File: src/video_pkg.sv
// video package: line/frame timing, cpu register map, lcd modes and vram address layout
`default_nettype none

package video_pkg;

	// ------------------------------
	// line and frame timing
	// ------------------------------
	localparam logic [8:0] LINE_DOTS   = 9'd456;
	localparam logic [8:0] OAM_DOTS    = 9'd80;
	localparam logic [8:0] DRAW_END    = 9'd256;
	localparam logic [8:0] VIS_LINES   = 9'd144;
	localparam logic [8:0] FRAME_LINES = 9'd154;
	localparam logic [8:0] SCREEN_W    = 9'd160;
	// one extra tile covers the fine scroll offset
	localparam int         FETCH_TILES = 21;

	// ------------------------------
	// cpu register map (ff40 page)
	// ------------------------------
	localparam logic [7:0] REG_LCDC = 8'h40;
	localparam logic [7:0] REG_STAT = 8'h41;
	localparam logic [7:0] REG_SCY  = 8'h42;
	localparam logic [7:0] REG_SCX  = 8'h43;
	localparam logic [7:0] REG_LY   = 8'h44;
	localparam logic [7:0] REG_LYC  = 8'h45;
	localparam logic [7:0] REG_BGP  = 8'h47;

	// lcd mode as seen in stat[1:0]
	localparam logic [1:0] MODE_HBLANK = 2'd0;
	localparam logic [1:0] MODE_VBLANK = 2'd1;
	localparam logic [1:0] MODE_OAM    = 2'd2;
	localparam logic [1:0] MODE_DRAW   = 2'd3;

	// vram word address, read either as a tile-map entry or as a tile-data byte
	typedef union packed {
		struct packed {
			logic [1:0] area;     // 2'b11 selects the map region at 1800
			logic       map_sel;
			logic [4:0] row;
			logic [4:0] col;
		} map;
		struct packed {
			logic       half;     // signed tile numbering lands in 0800-17ff
			logic [7:0] tile;
			logic [2:0] line;
			logic       plane;
		} data;
	} vram_addr_u;

endpackage

`default_nettype wire
File: src/video_top.sv
// background video top: register block, timing, fetch and pixel stages
`timescale 1ns/100ps
`default_nettype none

module video_top #(
	parameter int PIXEL_W = 2
) (
	input  wire                   clk_reg,
	input  wire                   reset,
	// cpu register bus
	input  wire                   reg_sel,
	input  wire                   reg_wr,
	input  wire [7:0]             cpu_addr,
	input  wire [7:0]             cpu_di,
	output wire [7:0]             cpu_do,
	// lcd side
	output wire                   lcd_on,
	output wire                   lcd_clkena,
	output wire [PIXEL_W-1:0]     lcd_data,
	output wire                   irq,
	output wire                   vblank_irq,
	output wire [1:0]             mode,
	// vram port
	output wire                   vram_rd,
	output video_pkg::vram_addr_u vram_addr,
	input  wire [7:0]             vram_data
);

	// register values
	wire [7:0] lcdc;
	wire [7:0] scx;
	wire [7:0] scy;
	wire [7:0] bgp;
	// beam position and per-line scroll
	wire [8:0] h_cnt;
	wire [7:0] v_cnt;
	wire       line_start;
	wire [7:0] scx_l;
	wire [7:0] scy_l;
	// fetch to pixel stage
	wire       tile_load;
	wire [7:0] tile_lo;
	wire [7:0] tile_hi;

	assign lcd_on = lcdc[7];

	lcd_control u_control (
		.clk_reg(clk_reg), .reset(reset),
		.reg_sel(reg_sel), .reg_wr(reg_wr), .cpu_addr(cpu_addr), .cpu_di(cpu_di),
		.h_cnt(h_cnt), .v_cnt(v_cnt), .mode(mode),
		.cpu_do(cpu_do), .lcdc(lcdc), .scx(scx), .scy(scy), .bgp(bgp),
		.irq(irq), .vblank_irq(vblank_irq)
	);

	lcd_timing u_timing (
		.clk_reg(clk_reg), .reset(reset), .lcd_on(lcdc[7]), .scx(scx), .scy(scy),
		.h_cnt(h_cnt), .v_cnt(v_cnt), .mode(mode), .line_start(line_start),
		.scx_l(scx_l), .scy_l(scy_l)
	);

	bg_fetch u_fetch (
		.clk_reg(clk_reg), .reset(reset), .lcdc(lcdc), .h_cnt(h_cnt), .v_cnt(v_cnt),
		.line_start(line_start), .scx_l(scx_l), .scy_l(scy_l), .vram_data(vram_data),
		.vram_rd(vram_rd), .vram_addr(vram_addr),
		.tile_load(tile_load), .tile_lo(tile_lo), .tile_hi(tile_hi)
	);

	bg_pixel_out #(.PIXEL_W(PIXEL_W)) u_pixel (
		.clk_reg(clk_reg), .reset(reset), .lcdc(lcdc), .v_cnt(v_cnt), .scx_l(scx_l),
		.line_start(line_start), .tile_load(tile_load), .tile_lo(tile_lo),
		.tile_hi(tile_hi), .bgp(bgp),
		.lcd_clkena(lcd_clkena), .lcd_data(lcd_data)
	);

endmodule

`default_nettype wire

File: src/bg_pixel_out.sv
// background pixel output: plane shifters, fine scroll skip and bgp palette
`timescale 1ns/100ps
`default_nettype none

module bg_pixel_out #(
	parameter int PIXEL_W = 2
) (
	input  wire                clk_reg,
	input  wire                reset,
	input  wire [7:0]          lcdc,
	input  wire [7:0]          v_cnt,
	input  wire [7:0]          scx_l,
	input  wire                line_start,
	input  wire                tile_load,
	input  wire [7:0]          tile_lo,
	input  wire [7:0]          tile_hi,
	input  wire [7:0]          bgp,
	output logic               lcd_clkena,
	output logic [PIXEL_W-1:0] lcd_data
);
	import video_pkg::*;

	logic [7:0]         sh_lo;
	logic [7:0]         sh_hi;
	logic               run;
	logic [2:0]         skip;
	logic [7:0]         px_cnt;
	logic [1:0]         px_idx;
	logic               px_valid;
	logic [PIXEL_W-1:0] shade;

	// on a load dot the fresh tile msb goes out directly
	assign px_idx   = tile_load ? {tile_hi[7], tile_lo[7]} : {sh_hi[7], sh_lo[7]};
	assign px_valid = tile_load || run;
	// bg disabled shows colour 0 as shade 0
	assign shade    = lcdc[0] ? bgp[{px_idx, 1'b0} +: PIXEL_W] : '0;

	// ------------------------------
	// plane shifters, msb first
	// ------------------------------
	always_ff @(posedge clk_reg) begin
		if (tile_load) begin
			sh_lo <= {tile_lo[6:0], 1'b0};
			sh_hi <= {tile_hi[6:0], 1'b0};
		end else begin
			sh_lo <= {sh_lo[6:0], 1'b0};
			sh_hi <= {sh_hi[6:0], 1'b0};
		end
	end

	// skip scx[2:0] pixels, then emit one screen line
	always_ff @(posedge clk_reg) begin
		if (reset || !lcdc[7]) begin
			run        <= 1'b0;
			skip       <= 3'd0;
			px_cnt     <= 8'd0;
			lcd_clkena <= 1'b0;
		end else begin
			lcd_clkena <= 1'b0;
			if (line_start) begin
				run    <= 1'b0;
				skip   <= scx_l[2:0];
				px_cnt <= 8'd0;
			end else if (px_valid && ({1'b0, v_cnt} < VIS_LINES)) begin
				run <= 1'b1;
				if (skip != 3'd0) begin
					skip <= skip - 3'd1;
				end else if ({1'b0, px_cnt} != SCREEN_W) begin
					lcd_clkena <= 1'b1;
					px_cnt     <= px_cnt + 8'd1;
				end
			end
		end
	end

	// shade lines up with lcd_clkena
	always_ff @(posedge clk_reg) begin
		lcd_data <= shade;
	end

endmodule

`default_nettype wire

File: src/bg_fetch.sv
// background fetch: tile map and tile data reads from vram, eight dots per tile
`timescale 1ns/100ps
`default_nettype none

module bg_fetch (
	input  wire                     clk_reg,
	input  wire                     reset,
	input  wire [7:0]               lcdc,
	input  wire [8:0]               h_cnt,
	input  wire [7:0]               v_cnt,
	input  wire                     line_start,
	input  wire [7:0]               scx_l,
	input  wire [7:0]               scy_l,
	input  wire [7:0]               vram_data,
	output logic                    vram_rd,
	output video_pkg::vram_addr_u   vram_addr,
	output logic                    tile_load,
	output logic [7:0]              tile_lo,
	output logic [7:0]              tile_hi
);
	import video_pkg::*;

	// end of the last fetch slot, dot 248
	localparam logic [8:0] FETCH_END = OAM_DOTS + 9'(FETCH_TILES * 8);

	logic       fetch_on;
	logic [1:0] phase;
	logic [7:0] bg_line;
	logic [4:0] tile_row;
	logic [4:0] tile_col;
	logic [7:0] tile_num;

	// background line inside the 256x256 map
	assign bg_line  = v_cnt + scy_l;
	// 0 map, 1 plane 0, 2 plane 1, 3 idle
	assign phase    = h_cnt[2:1];
	assign fetch_on = lcdc[7] && ({1'b0, v_cnt} < VIS_LINES)
		&& (h_cnt >= OAM_DOTS) && (h_cnt < FETCH_END);

	assign vram_rd   = fetch_on && (phase != 2'd3);
	assign tile_load = fetch_on && (h_cnt[2:0] == 3'd7);

	// ------------------------------
	// vram address build
	// ------------------------------
	always_comb begin
		vram_addr = '0;
		if (phase == 2'd0) begin
			vram_addr.map.area    = 2'b11;
			vram_addr.map.map_sel = lcdc[3];
			vram_addr.map.row     = tile_row;
			vram_addr.map.col     = tile_col;
		end else begin
			// lcdc[4] low means signed tile numbers based at 9000
			vram_addr.data.half  = lcdc[4] ? 1'b0 : ~tile_num[7];
			vram_addr.data.tile  = tile_num;
			vram_addr.data.line  = bg_line[2:0];
			vram_addr.data.plane = h_cnt[2];
		end
	end

	// map position, column wraps at 32 tiles
	always_ff @(posedge clk_reg) begin
		if (reset) begin
			tile_row <= 5'd0;
			tile_col <= 5'd0;
		end else if (line_start) begin
			tile_row <= bg_line[7:3];
			tile_col <= scx_l[7:3];
		end else if (tile_load) begin
			tile_col <= tile_col + 5'd1;
		end
	end

	// data arrives on the second dot of each read pair
	always_ff @(posedge clk_reg) begin
		if (fetch_on && h_cnt[0]) begin
			case (phase)
				2'd0: tile_num <= vram_data;
				2'd1: tile_lo  <= vram_data;
				2'd2: tile_hi  <= vram_data;
				default: ;
			endcase
		end
	end

	// reads must stay inside the mode 3 window decoded by lcd_timing
	a_rd_draw: assert property (@(posedge clk_reg) disable iff (reset)
		vram_rd |-> lcdc[7] && ({1'b0, v_cnt} < VIS_LINES)
			&& (h_cnt >= OAM_DOTS) && (h_cnt < DRAW_END));

endmodule

`default_nettype wire

File: src/lcd_timing.sv
// lcd timing: dot and line counters, mode decode and per-line scroll latch
`timescale 1ns/100ps
`default_nettype none

module lcd_timing (
	input  wire        clk_reg,
	input  wire        reset,
	input  wire        lcd_on,
	input  wire [7:0]  scx,
	input  wire [7:0]  scy,
	output logic [8:0] h_cnt,
	output logic [7:0] v_cnt,
	output logic [1:0] mode,
	output logic       line_start,
	output logic [7:0] scx_l,
	output logic [7:0] scy_l
);
	import video_pkg::*;

	logic [8:0] v_ext;
	logic       v_vis;
	logic       latch_dot;

	assign v_ext     = {1'b0, v_cnt};
	assign v_vis     = v_ext < VIS_LINES;
	// two dots before drawing starts
	assign latch_dot = h_cnt == OAM_DOTS - 9'd2;

	// ------------------------------
	// dot / line counters
	// ------------------------------
	always_ff @(posedge clk_reg) begin
		if (reset || !lcd_on) begin
			// display off parks the beam at the top left
			h_cnt <= 9'd0;
			v_cnt <= 8'd0;
		end else if (h_cnt == LINE_DOTS - 9'd1) begin
			h_cnt <= 9'd0;
			if (v_ext == FRAME_LINES - 9'd1)
				v_cnt <= 8'd0;
			else
				v_cnt <= v_cnt + 8'd1;
		end else begin
			h_cnt <= h_cnt + 9'd1;
		end
	end

	// mode decode, vblank wins over the horizontal phases
	always_comb begin
		if (!lcd_on)
			mode = MODE_HBLANK;
		else if (!v_vis)
			mode = MODE_VBLANK;
		else if (h_cnt < OAM_DOTS)
			mode = MODE_OAM;
		else if (h_cnt < DRAW_END)
			mode = MODE_DRAW;
		else
			mode = MODE_HBLANK;
	end

	// ------------------------------
	// scroll latch and line strobe
	// ------------------------------
	always_ff @(posedge clk_reg) begin
		if (reset) begin
			scx_l      <= 8'h00;
			scy_l      <= 8'h00;
			line_start <= 1'b0;
		end else begin
			// scroll stays frozen for the rest of the line
			if (latch_dot) begin
				scx_l <= scx;
				scy_l <= scy;
			end
			// high at dot 79, right after the latch
			line_start <= lcd_on && latch_dot && v_vis;
		end
	end

	a_h_range: assert property (@(posedge clk_reg) disable iff (reset)
		h_cnt < LINE_DOTS);

endmodule

`default_nettype wire

File: src/lcd_control.sv
// lcd register block: cpu visible registers, read mux and stat/vblank interrupts
`timescale 1ns/100ps
`default_nettype none

module lcd_control (
	input  wire        clk_reg,
	input  wire        reset,
	input  wire        reg_sel,
	input  wire        reg_wr,
	input  wire [7:0]  cpu_addr,
	input  wire [7:0]  cpu_di,
	input  wire [8:0]  h_cnt,
	input  wire [7:0]  v_cnt,
	input  wire [1:0]  mode,
	output logic [7:0] cpu_do,
	output logic [7:0] lcdc,
	output logic [7:0] scx,
	output logic [7:0] scy,
	output logic [7:0] bgp,
	output logic       irq,
	output logic       vblank_irq
);
	import video_pkg::*;

	// stat interrupt enables, stat bits 6..3
	logic [3:0] stat_ie;
	logic [7:0] lyc;
	logic       wr_en;
	logic       lyc_match;
	logic       line_begin;
	logic       vblank_begin;
	logic       hblank_begin;

	assign wr_en = reg_sel && reg_wr;

	// comparator only runs while the display is on
	assign lyc_match = lcdc[7] && (v_cnt == lyc);

	// ------------------------------
	// register writes
	// ------------------------------
	always_ff @(posedge clk_reg) begin
		if (reset) begin
			lcdc    <= 8'h00;
			stat_ie <= 4'h0;
			scy     <= 8'h00;
			scx     <= 8'h00;
			lyc     <= 8'h00;
			bgp     <= 8'hfc;
		end else if (wr_en) begin
			case (cpu_addr)
				REG_LCDC: lcdc    <= cpu_di;
				REG_STAT: stat_ie <= cpu_di[6:3];
				REG_SCY:  scy     <= cpu_di;
				REG_SCX:  scx     <= cpu_di;
				REG_LYC:  lyc     <= cpu_di;
				REG_BGP:  bgp     <= cpu_di;
				// LY is read only
				default: ;
			endcase
		end
	end

	// read mux, combinational from the address
	always_comb begin
		case (cpu_addr)
			REG_LCDC: cpu_do = lcdc;
			REG_STAT: cpu_do = {1'b1, stat_ie, lyc_match, mode};
			REG_SCY:  cpu_do = scy;
			REG_SCX:  cpu_do = scx;
			REG_LY:   cpu_do = v_cnt;
			REG_LYC:  cpu_do = lyc;
			REG_BGP:  cpu_do = bgp;
			default:  cpu_do = 8'hff;
		endcase
	end

	// ------------------------------
	// interrupt events
	// ------------------------------
	assign line_begin   = lcdc[7] && (h_cnt == 9'd0);
	// last dot of the last visible line
	assign vblank_begin = lcdc[7] && (h_cnt == LINE_DOTS - 9'd1)
		&& ({1'b0, v_cnt} == VIS_LINES - 9'd1);
	assign hblank_begin = lcdc[7] && (h_cnt == DRAW_END) && ({1'b0, v_cnt} < VIS_LINES);

	always_ff @(posedge clk_reg) begin
		if (reset) begin
			irq        <= 1'b0;
			vblank_irq <= 1'b0;
		end else begin
			irq <= (stat_ie[3] && line_begin && lyc_match)
				|| (stat_ie[2] && line_begin)
				|| (stat_ie[1] && vblank_begin)
				|| (stat_ie[0] && hblank_begin);
			vblank_irq <= vblank_begin;
		end
	end

	// each event matches a single dot, so the stat line never stretches
	a_irq_pulse: assert property (@(posedge clk_reg) disable iff (reset)
		irq |=> !irq);

	// pulse lands on the first clock of line 144
	a_vblank_mode: assert property (@(posedge clk_reg) disable iff (reset || !lcdc[7])
		vblank_irq |-> mode == MODE_VBLANK);

endmodule

`default_nettype wire

File: config.mk
export PLATFORM = sky130hd
export DESIGN_NAME = video_top
export DESIGN_NICKNAME = d
export VERILOG_FILES = /design/src/video_pkg.sv /design/src/video_top.sv /design/src/bg_pixel_out.sv /design/src/bg_fetch.sv /design/src/lcd_timing.sv /design/src/lcd_control.sv
export SDC_FILE = /design/constraint.sdc
export NUM_CORES = 1
export LEC_CHECK = 0
export ABC_CLOCK_PERIOD_IN_PS = 2810
export BUFFER_PORTS_ARGS = -buffer_cell sky130_fd_sc_hd__buf_2
export CELL_PAD_IN_SITES_DETAIL_PLACEMENT = 0
export CELL_PAD_IN_SITES_GLOBAL_PLACEMENT = 1
export CORE_MARGIN = 1.5
export CORE_UTILIZATION = 40
export DETAILED_ROUTE_END_ITERATION = 12
export GPL_ROUTABILITY_DRIVEN = 0
export PLACE_DENSITY = 0.66
export SLEW_MARGIN = 40
export SYNTH_ARGS = -nofsm -noshare
export SYNTH_HDL_FRONTEND = slang
export SYNTH_SLANG_ARGS = --single-unit
File: constraint.sdc
create_clock -name clk_reg -period 2.81 [get_ports clk_reg]
set_input_delay 0.1405 -clock clk_reg [delete_from_list [all_inputs] [get_ports clk_reg]]
set_output_delay 0.1405 -clock clk_reg [all_outputs]
set_load 0.01 [all_outputs]
# == Yosys cells after proc, flatten, opt, wreduce, memory -nomap -nowiden ==
# Index checks and enable logic that the tools add are counted.
# word_totals
word_cells,122
ff_bits,145
inputBits,28
output_inout_bits,30
# op_classes
n_reduce_logical,47
order_cmp,5
eq_ne,18
n_shift,1
bitwise,3
add_sub_neg,6
n_mux,17
# op_table
op,count
"equality test 8 x 7 -> 1 bit, second input constant",7
one-hot mux 8 bit (7 select lines),1
two-way mux 8 bit,3
logical AND 1 bit,21
AND reduction 2 bit,10
"equality test 9 bit, second input constant",2
"adder 8 x 1 -> 8 bit, second input constant",2
"equality test 8 bit, second input constant",2
two-way mux 13 bit,1
two-way mux 2 bit,5
two-way mux 5 bit,2
"adder 9 x 1 -> 9 bit, second input constant",1
"equality test 9 x 7 -> 1 bit, second input constant",1
"greater-or-equal comparator 9 x 7 -> 1 bit, second input constant",1
zero test 9 bit,1
"less-than comparator 9 x 7 -> 1 bit, second input constant",1
"less-than comparator 9 x 8 -> 1 bit, second input constant",1
"less-than comparator 9 bit, second input constant",1
two-way mux 3 bit,3
adder 8 bit,1
equality test 8 bit,1
"less-than comparator 8 bit, second input constant",1
"!= test 8 bit, second input constant",1
indexed part select 8 x 4 -> 2 bit,1
other kinds (16),26

# == Logic depth before layout (Yosys ltp) ==
# depth
depth_word,9
mapped_depth,8
mapped_depth_nobuf,8

# == Modules after synthesis ==
# From an unflattened synthesis, not the netlist that was laid out.
# unflattened
hier_cells,691
area_unflattened_um2,6957.9
# modules_own_cells
mod,cells_per_inst,n_inst,area_each_um2,seq_area_each_um2
lcd_control,258,1,2374.8,920.9
bg_fetch,157,1,1816.7,920.9
lcd_timing,156,1,1438.9,680.7
bg_pixel_out,120,1,1327.5,580.6

# == Least setup slack after synthesis ==
# Ideal clock, no wire load.
# synth_timing
kind,reg-to-reg
startpoint,reg u_timing.v_cnt[4]
endpoint,reg u_fetch.tile_hi[0] (enable)
required_ps,2425
stages_incl_launch_ff,6
synth_period_minus_slack_ps,2593
path_slack_ps,217
path_buffers,1
arrival_time_ps,2208
cell_sequence,dfxtp_1 -> buf_2 -> o31a_1 -> nor3b_1 -> nand3_1 -> nor3b_1
# synth_between
elab_chain_cells,6
# synth_lines
item,line_no,text
start: declaration,lcd_timing.sv:12,"output logic [7:0] v_cnt,"
start signal: assignment,lcd_timing.sv:42,v_cnt <= v_cnt + 8'd1;
less-than comparator 8 bit,bg_fetch.sv:37,"assign fetch_on = lcdc[7] && ({1'b0, v_cnt} < VIS_LINES)"
logical AND 1 bit,bg_fetch.sv:37,
logical AND 1 bit (2 in series),bg_fetch.sv:38,&& (h_cnt >= OAM_DOTS) && (h_cnt < FETCH_END);
logical AND 1 bit,bg_fetch.sv:77,if (fetch_on && h_cnt[0]) begin
AND reduction 2 bit (no line),-,
end signal: assignment,bg_fetch.sv:81,2'd2: tile_hi <= vram_data;
end: declaration,bg_fetch.sv:19,output logic [7:0] tile_hi
# No other way between the ends.
# A chain may end at the register's enable or synchronous reset.

# == Worst setup path in the final report ==
# layout_timing
startpoint,reg u_timing.v_cnt[5]
endpoint,out cpu_do[0]
# layout_between
elab_chain_cells,4
# layout_lines
item,line_no,text
less-than comparator 8 bit,lcd_timing.sv:25,assign v_vis = v_ext < VIS_LINES;
two-way mux 2 bit,lcd_timing.sv:52,else if (!v_vis)
two-way mux 2 bit,lcd_timing.sv:50,if (!lcd_on)
one-hot mux 8 bit (7 select lines),lcd_control.sv:66,case (cpu_addr)
end: declaration,video_top.sv:15,"output wire [7:0] cpu_do,"
# No other way between the ends.

==> metrics <==
Period minus WS final roughly 2.5 ns; DRT Wirelength 18000 µm; commonest non-fill, non-tap cell in the layout dfxtp_1; EDFF count, synth 24; worst-margin pin slew around 0.66 ns; RSZ-0062 raised after global routing false; vias in the first global route 5066; sw frac 0.229; Nets ~790; Pleak between 3 and 4 nW; R2R Path End u_pixel.lcd_data[0]; Sequential Power Share 0.479; Crit Path Max Fanout 9; ys flop type dfxtp_1; Clock Sinks about 140; WL/cell around 19 µm; Int Pwr about 3.4 mW; startpoint types register; PortBufs 57; Gates resized, CTS repair 0; average vias per placed instance 5.48; Synth warnings 0; maximum vdd drop 0.397 mV; FFs w/ async S/R, synth 0; total CTS buffers 17; FF+latch count, synth around 140; Layout area overhead 16.3%; share of cells above drive strength 1 0.204; worst-skew pair later-pin latency 0.42 ns; first-pass GRT wire length approximately 29000 µm; Critical Path RT 2.67 ns; relative slew slack 0.559; Period Utilization, post-route 0.902; Top Ports 58; Finished Core Util 0.479; hold path start cpu_di[7]; syn_area_per_cell between 10 and 15 µm²; Pwr Density 543 nW/µm²; DRC Markers 0; most frequent cells in the layout 119 x dfxtp_1, 90 x nor2_1, 66 x mux2i_1, 57 x buf_2, 32 x nand2_1; synthesized net count about 730; ANT nets after route 0; Initial Util 0.412; post-DP HPWL approximately 13000 µm; GRT overflow 0; Setup Viol. Count Final 0; final hold vios 0; WHS Path Cells 2; total track usage 0.208; WP data arrival 2.39 ns; ANT cells 0; ranking of synthesized cells by area dfxtp_1 35%, edfxtp_1 10%, mux2i_1 9.6%; sequential share of the synthesized area 0.451; R2R setup slack 0.39 ns; CP Capture Type primary output; status finished, final reports clean; setup TNS 0 ns; worst reg-to-reg path cell count 7; Worst Hold Path EP u_control.bgp[7]; CORE AREA 16700 µm²; fin area 8000 µm²; post-synthesis cell type count 70; DRT Pass-1 Iters 5; Worst Skew 0.00746 ns; Die Width 134 µm; Die H roughly 130 µm; DRT iter0 DRCs approximately 400; post-synthesis instance area about 7000 µm²; Fmax achieved approximately 390 MHz; CTS tree built; max cap viols 0; H-tree levels 4; clock slew at reported path FFs 0.06 ns; Psw 994 µW; Vias 5335; post-synth top area cell dfxtp_1; initial antenna violation count 0; Placed Area around 7300 µm²; kind of critical path reg -> out; Slew Limit Fails 0; Clock Path Buffers 2; WHS ~0.022 ns; CTS root buf clkbuf_16; RR Startpoint u_timing.h_cnt[1]; Row Count 47; power share of the clock group 0.494; cell count after synthesis 686; Synth top area share 0.346; largest net degree at the start of global routing 62; Min-Delay Path Class in -> reg; Comb power frac 0.027; die area 18000 µm²
-- registers in the layout, indices dropped and copies added (netlist names), 8 cells and up --
name,count
u_timing.scy_l,8
u_timing.v_cnt,8
u_control.scx,8
u_fetch.tile_num,8
u_fetch.tile_lo,8
u_timing.h_cnt,9
u_pixel.px_cnt,8
u_timing.scx_l,8
u_control.bgp,8
u_control.scy,8
u_control.lyc,8
u_fetch.tile_hi,8
u_control.lcdc,8
-- per-stage QoR --
step / power [mW] / worst slack (ns) / instances
4_1_cts: 4.38 / 0.274 / 974
6_report: 4.35 / 0.276 / 974
2_1_floorplan: 2.18 / 0.217 / 686
3_3_place_gp: 2.24 / 0.535 / 933
5_1_grt: 4.48 / 0.183 / 974
3_5_place_dp: 2.24 / 0.425 / 933
-- cell families (layout without fill, tap and decap cells) --
group | after synthesis | after routing | synth area share
muxes | 100 | 100 | 0.160
adders and majority gates | 19 | 19 | 0.0356
and+or+nand+nor | 224 | 224 | 0.172
xor gates and xnor gates | 29 | 29 | 0.0369
DFF | 143 | 143 | 0.451
buffers and inverters | 64 | 132 | 0.0400
AOI/OAI and AO/OA | 107 | 107 | 0.105
-- cells in the mapped netlist, types with 6 or more instances --
cell type    n
dfxtp_1    119
nor2_1      90
mux2i_1     66
nand2_1     32
mux2_2      29
o21ai_0     26
edfxtp_1    24
a21oi_1     23
clkbuf_1    21
inv_1       20
xnor2_1     19
ha_1        18
buf_2       16
nand3_1     13
nor3_1      10
xor2_1      10
and3_1       9
nand4_1      9
nor2b_1      9
or3_1        9
o211ai_1     7
a211o_1      6
-- cell type report --
| class | instances | area, µm² |
|---|---|---|
| clock buffers | 19 | 433 |
| fillers | 1612 | 8700 |
| flip-flops and latches | 143 | 3100 |
| repair buffers | 80 | 480 |
| multi-input cells | 479 | 3510 |
| inverters | 20 | 75.1 |
| clock inverters | 13 | 129 |
| well taps | 220 | 275 |
-- critical path, stage by stage (launching register included) --
cell and delay (ns):
dfxtp_1 0.47, o31a_1 0.47, o21a_1 0.26, mux4_2 0.46, a21o_1 0.19, buf_2 0.13
-- metal layers --
layer,track usage,up-vias,part of all wire
li1,-,2564,-
met1,0.280,2594,0.46
met2,0.325,145,0.46
met3,0.0416,32,0.042
met4,0.0908,0,0.030
met5,0,-,0
-- power groups by stage --
stage / sequential, mW / combinational, mW / clock [mW]
after floorplan: 2.13 / 0.0572 / 0
after global placement: 2.13 / 0.109 / 0
after detailed placement: 2.13 / 0.109 / 0
after CTS: 2.08 / 0.120 / 2.18
after global routing: 2.08 / 0.131 / 2.27
final: 2.08 / 0.119 / 2.15
-- worst max-delay path by stage --
| stage | end | cells after the start | start |
|---|---|---|---|
| floorplan | u_fetch.tile_hi[0] | 5 | u_timing.v_cnt[4] |
| global placement | u_pixel.lcd_data[0] | 7 | u_timing.h_cnt[1] |
| detailed placement | u_pixel.lcd_data[1] | 7 | u_timing.h_cnt[1] |
| CTS | cpu_do[0] | 5 | u_timing.v_cnt[5] |
| global route | cpu_do[1] | 7 | u_timing.v_cnt[5] |
| finish | cpu_do[0] | 5 | u_timing.v_cnt[5] |
-- repair_timing --
action,CTS,global route
buffers inserted,0,0
hold buffers,9,0
hold endpoints to repair,25,0
Power figures use the tool's default switching activity.
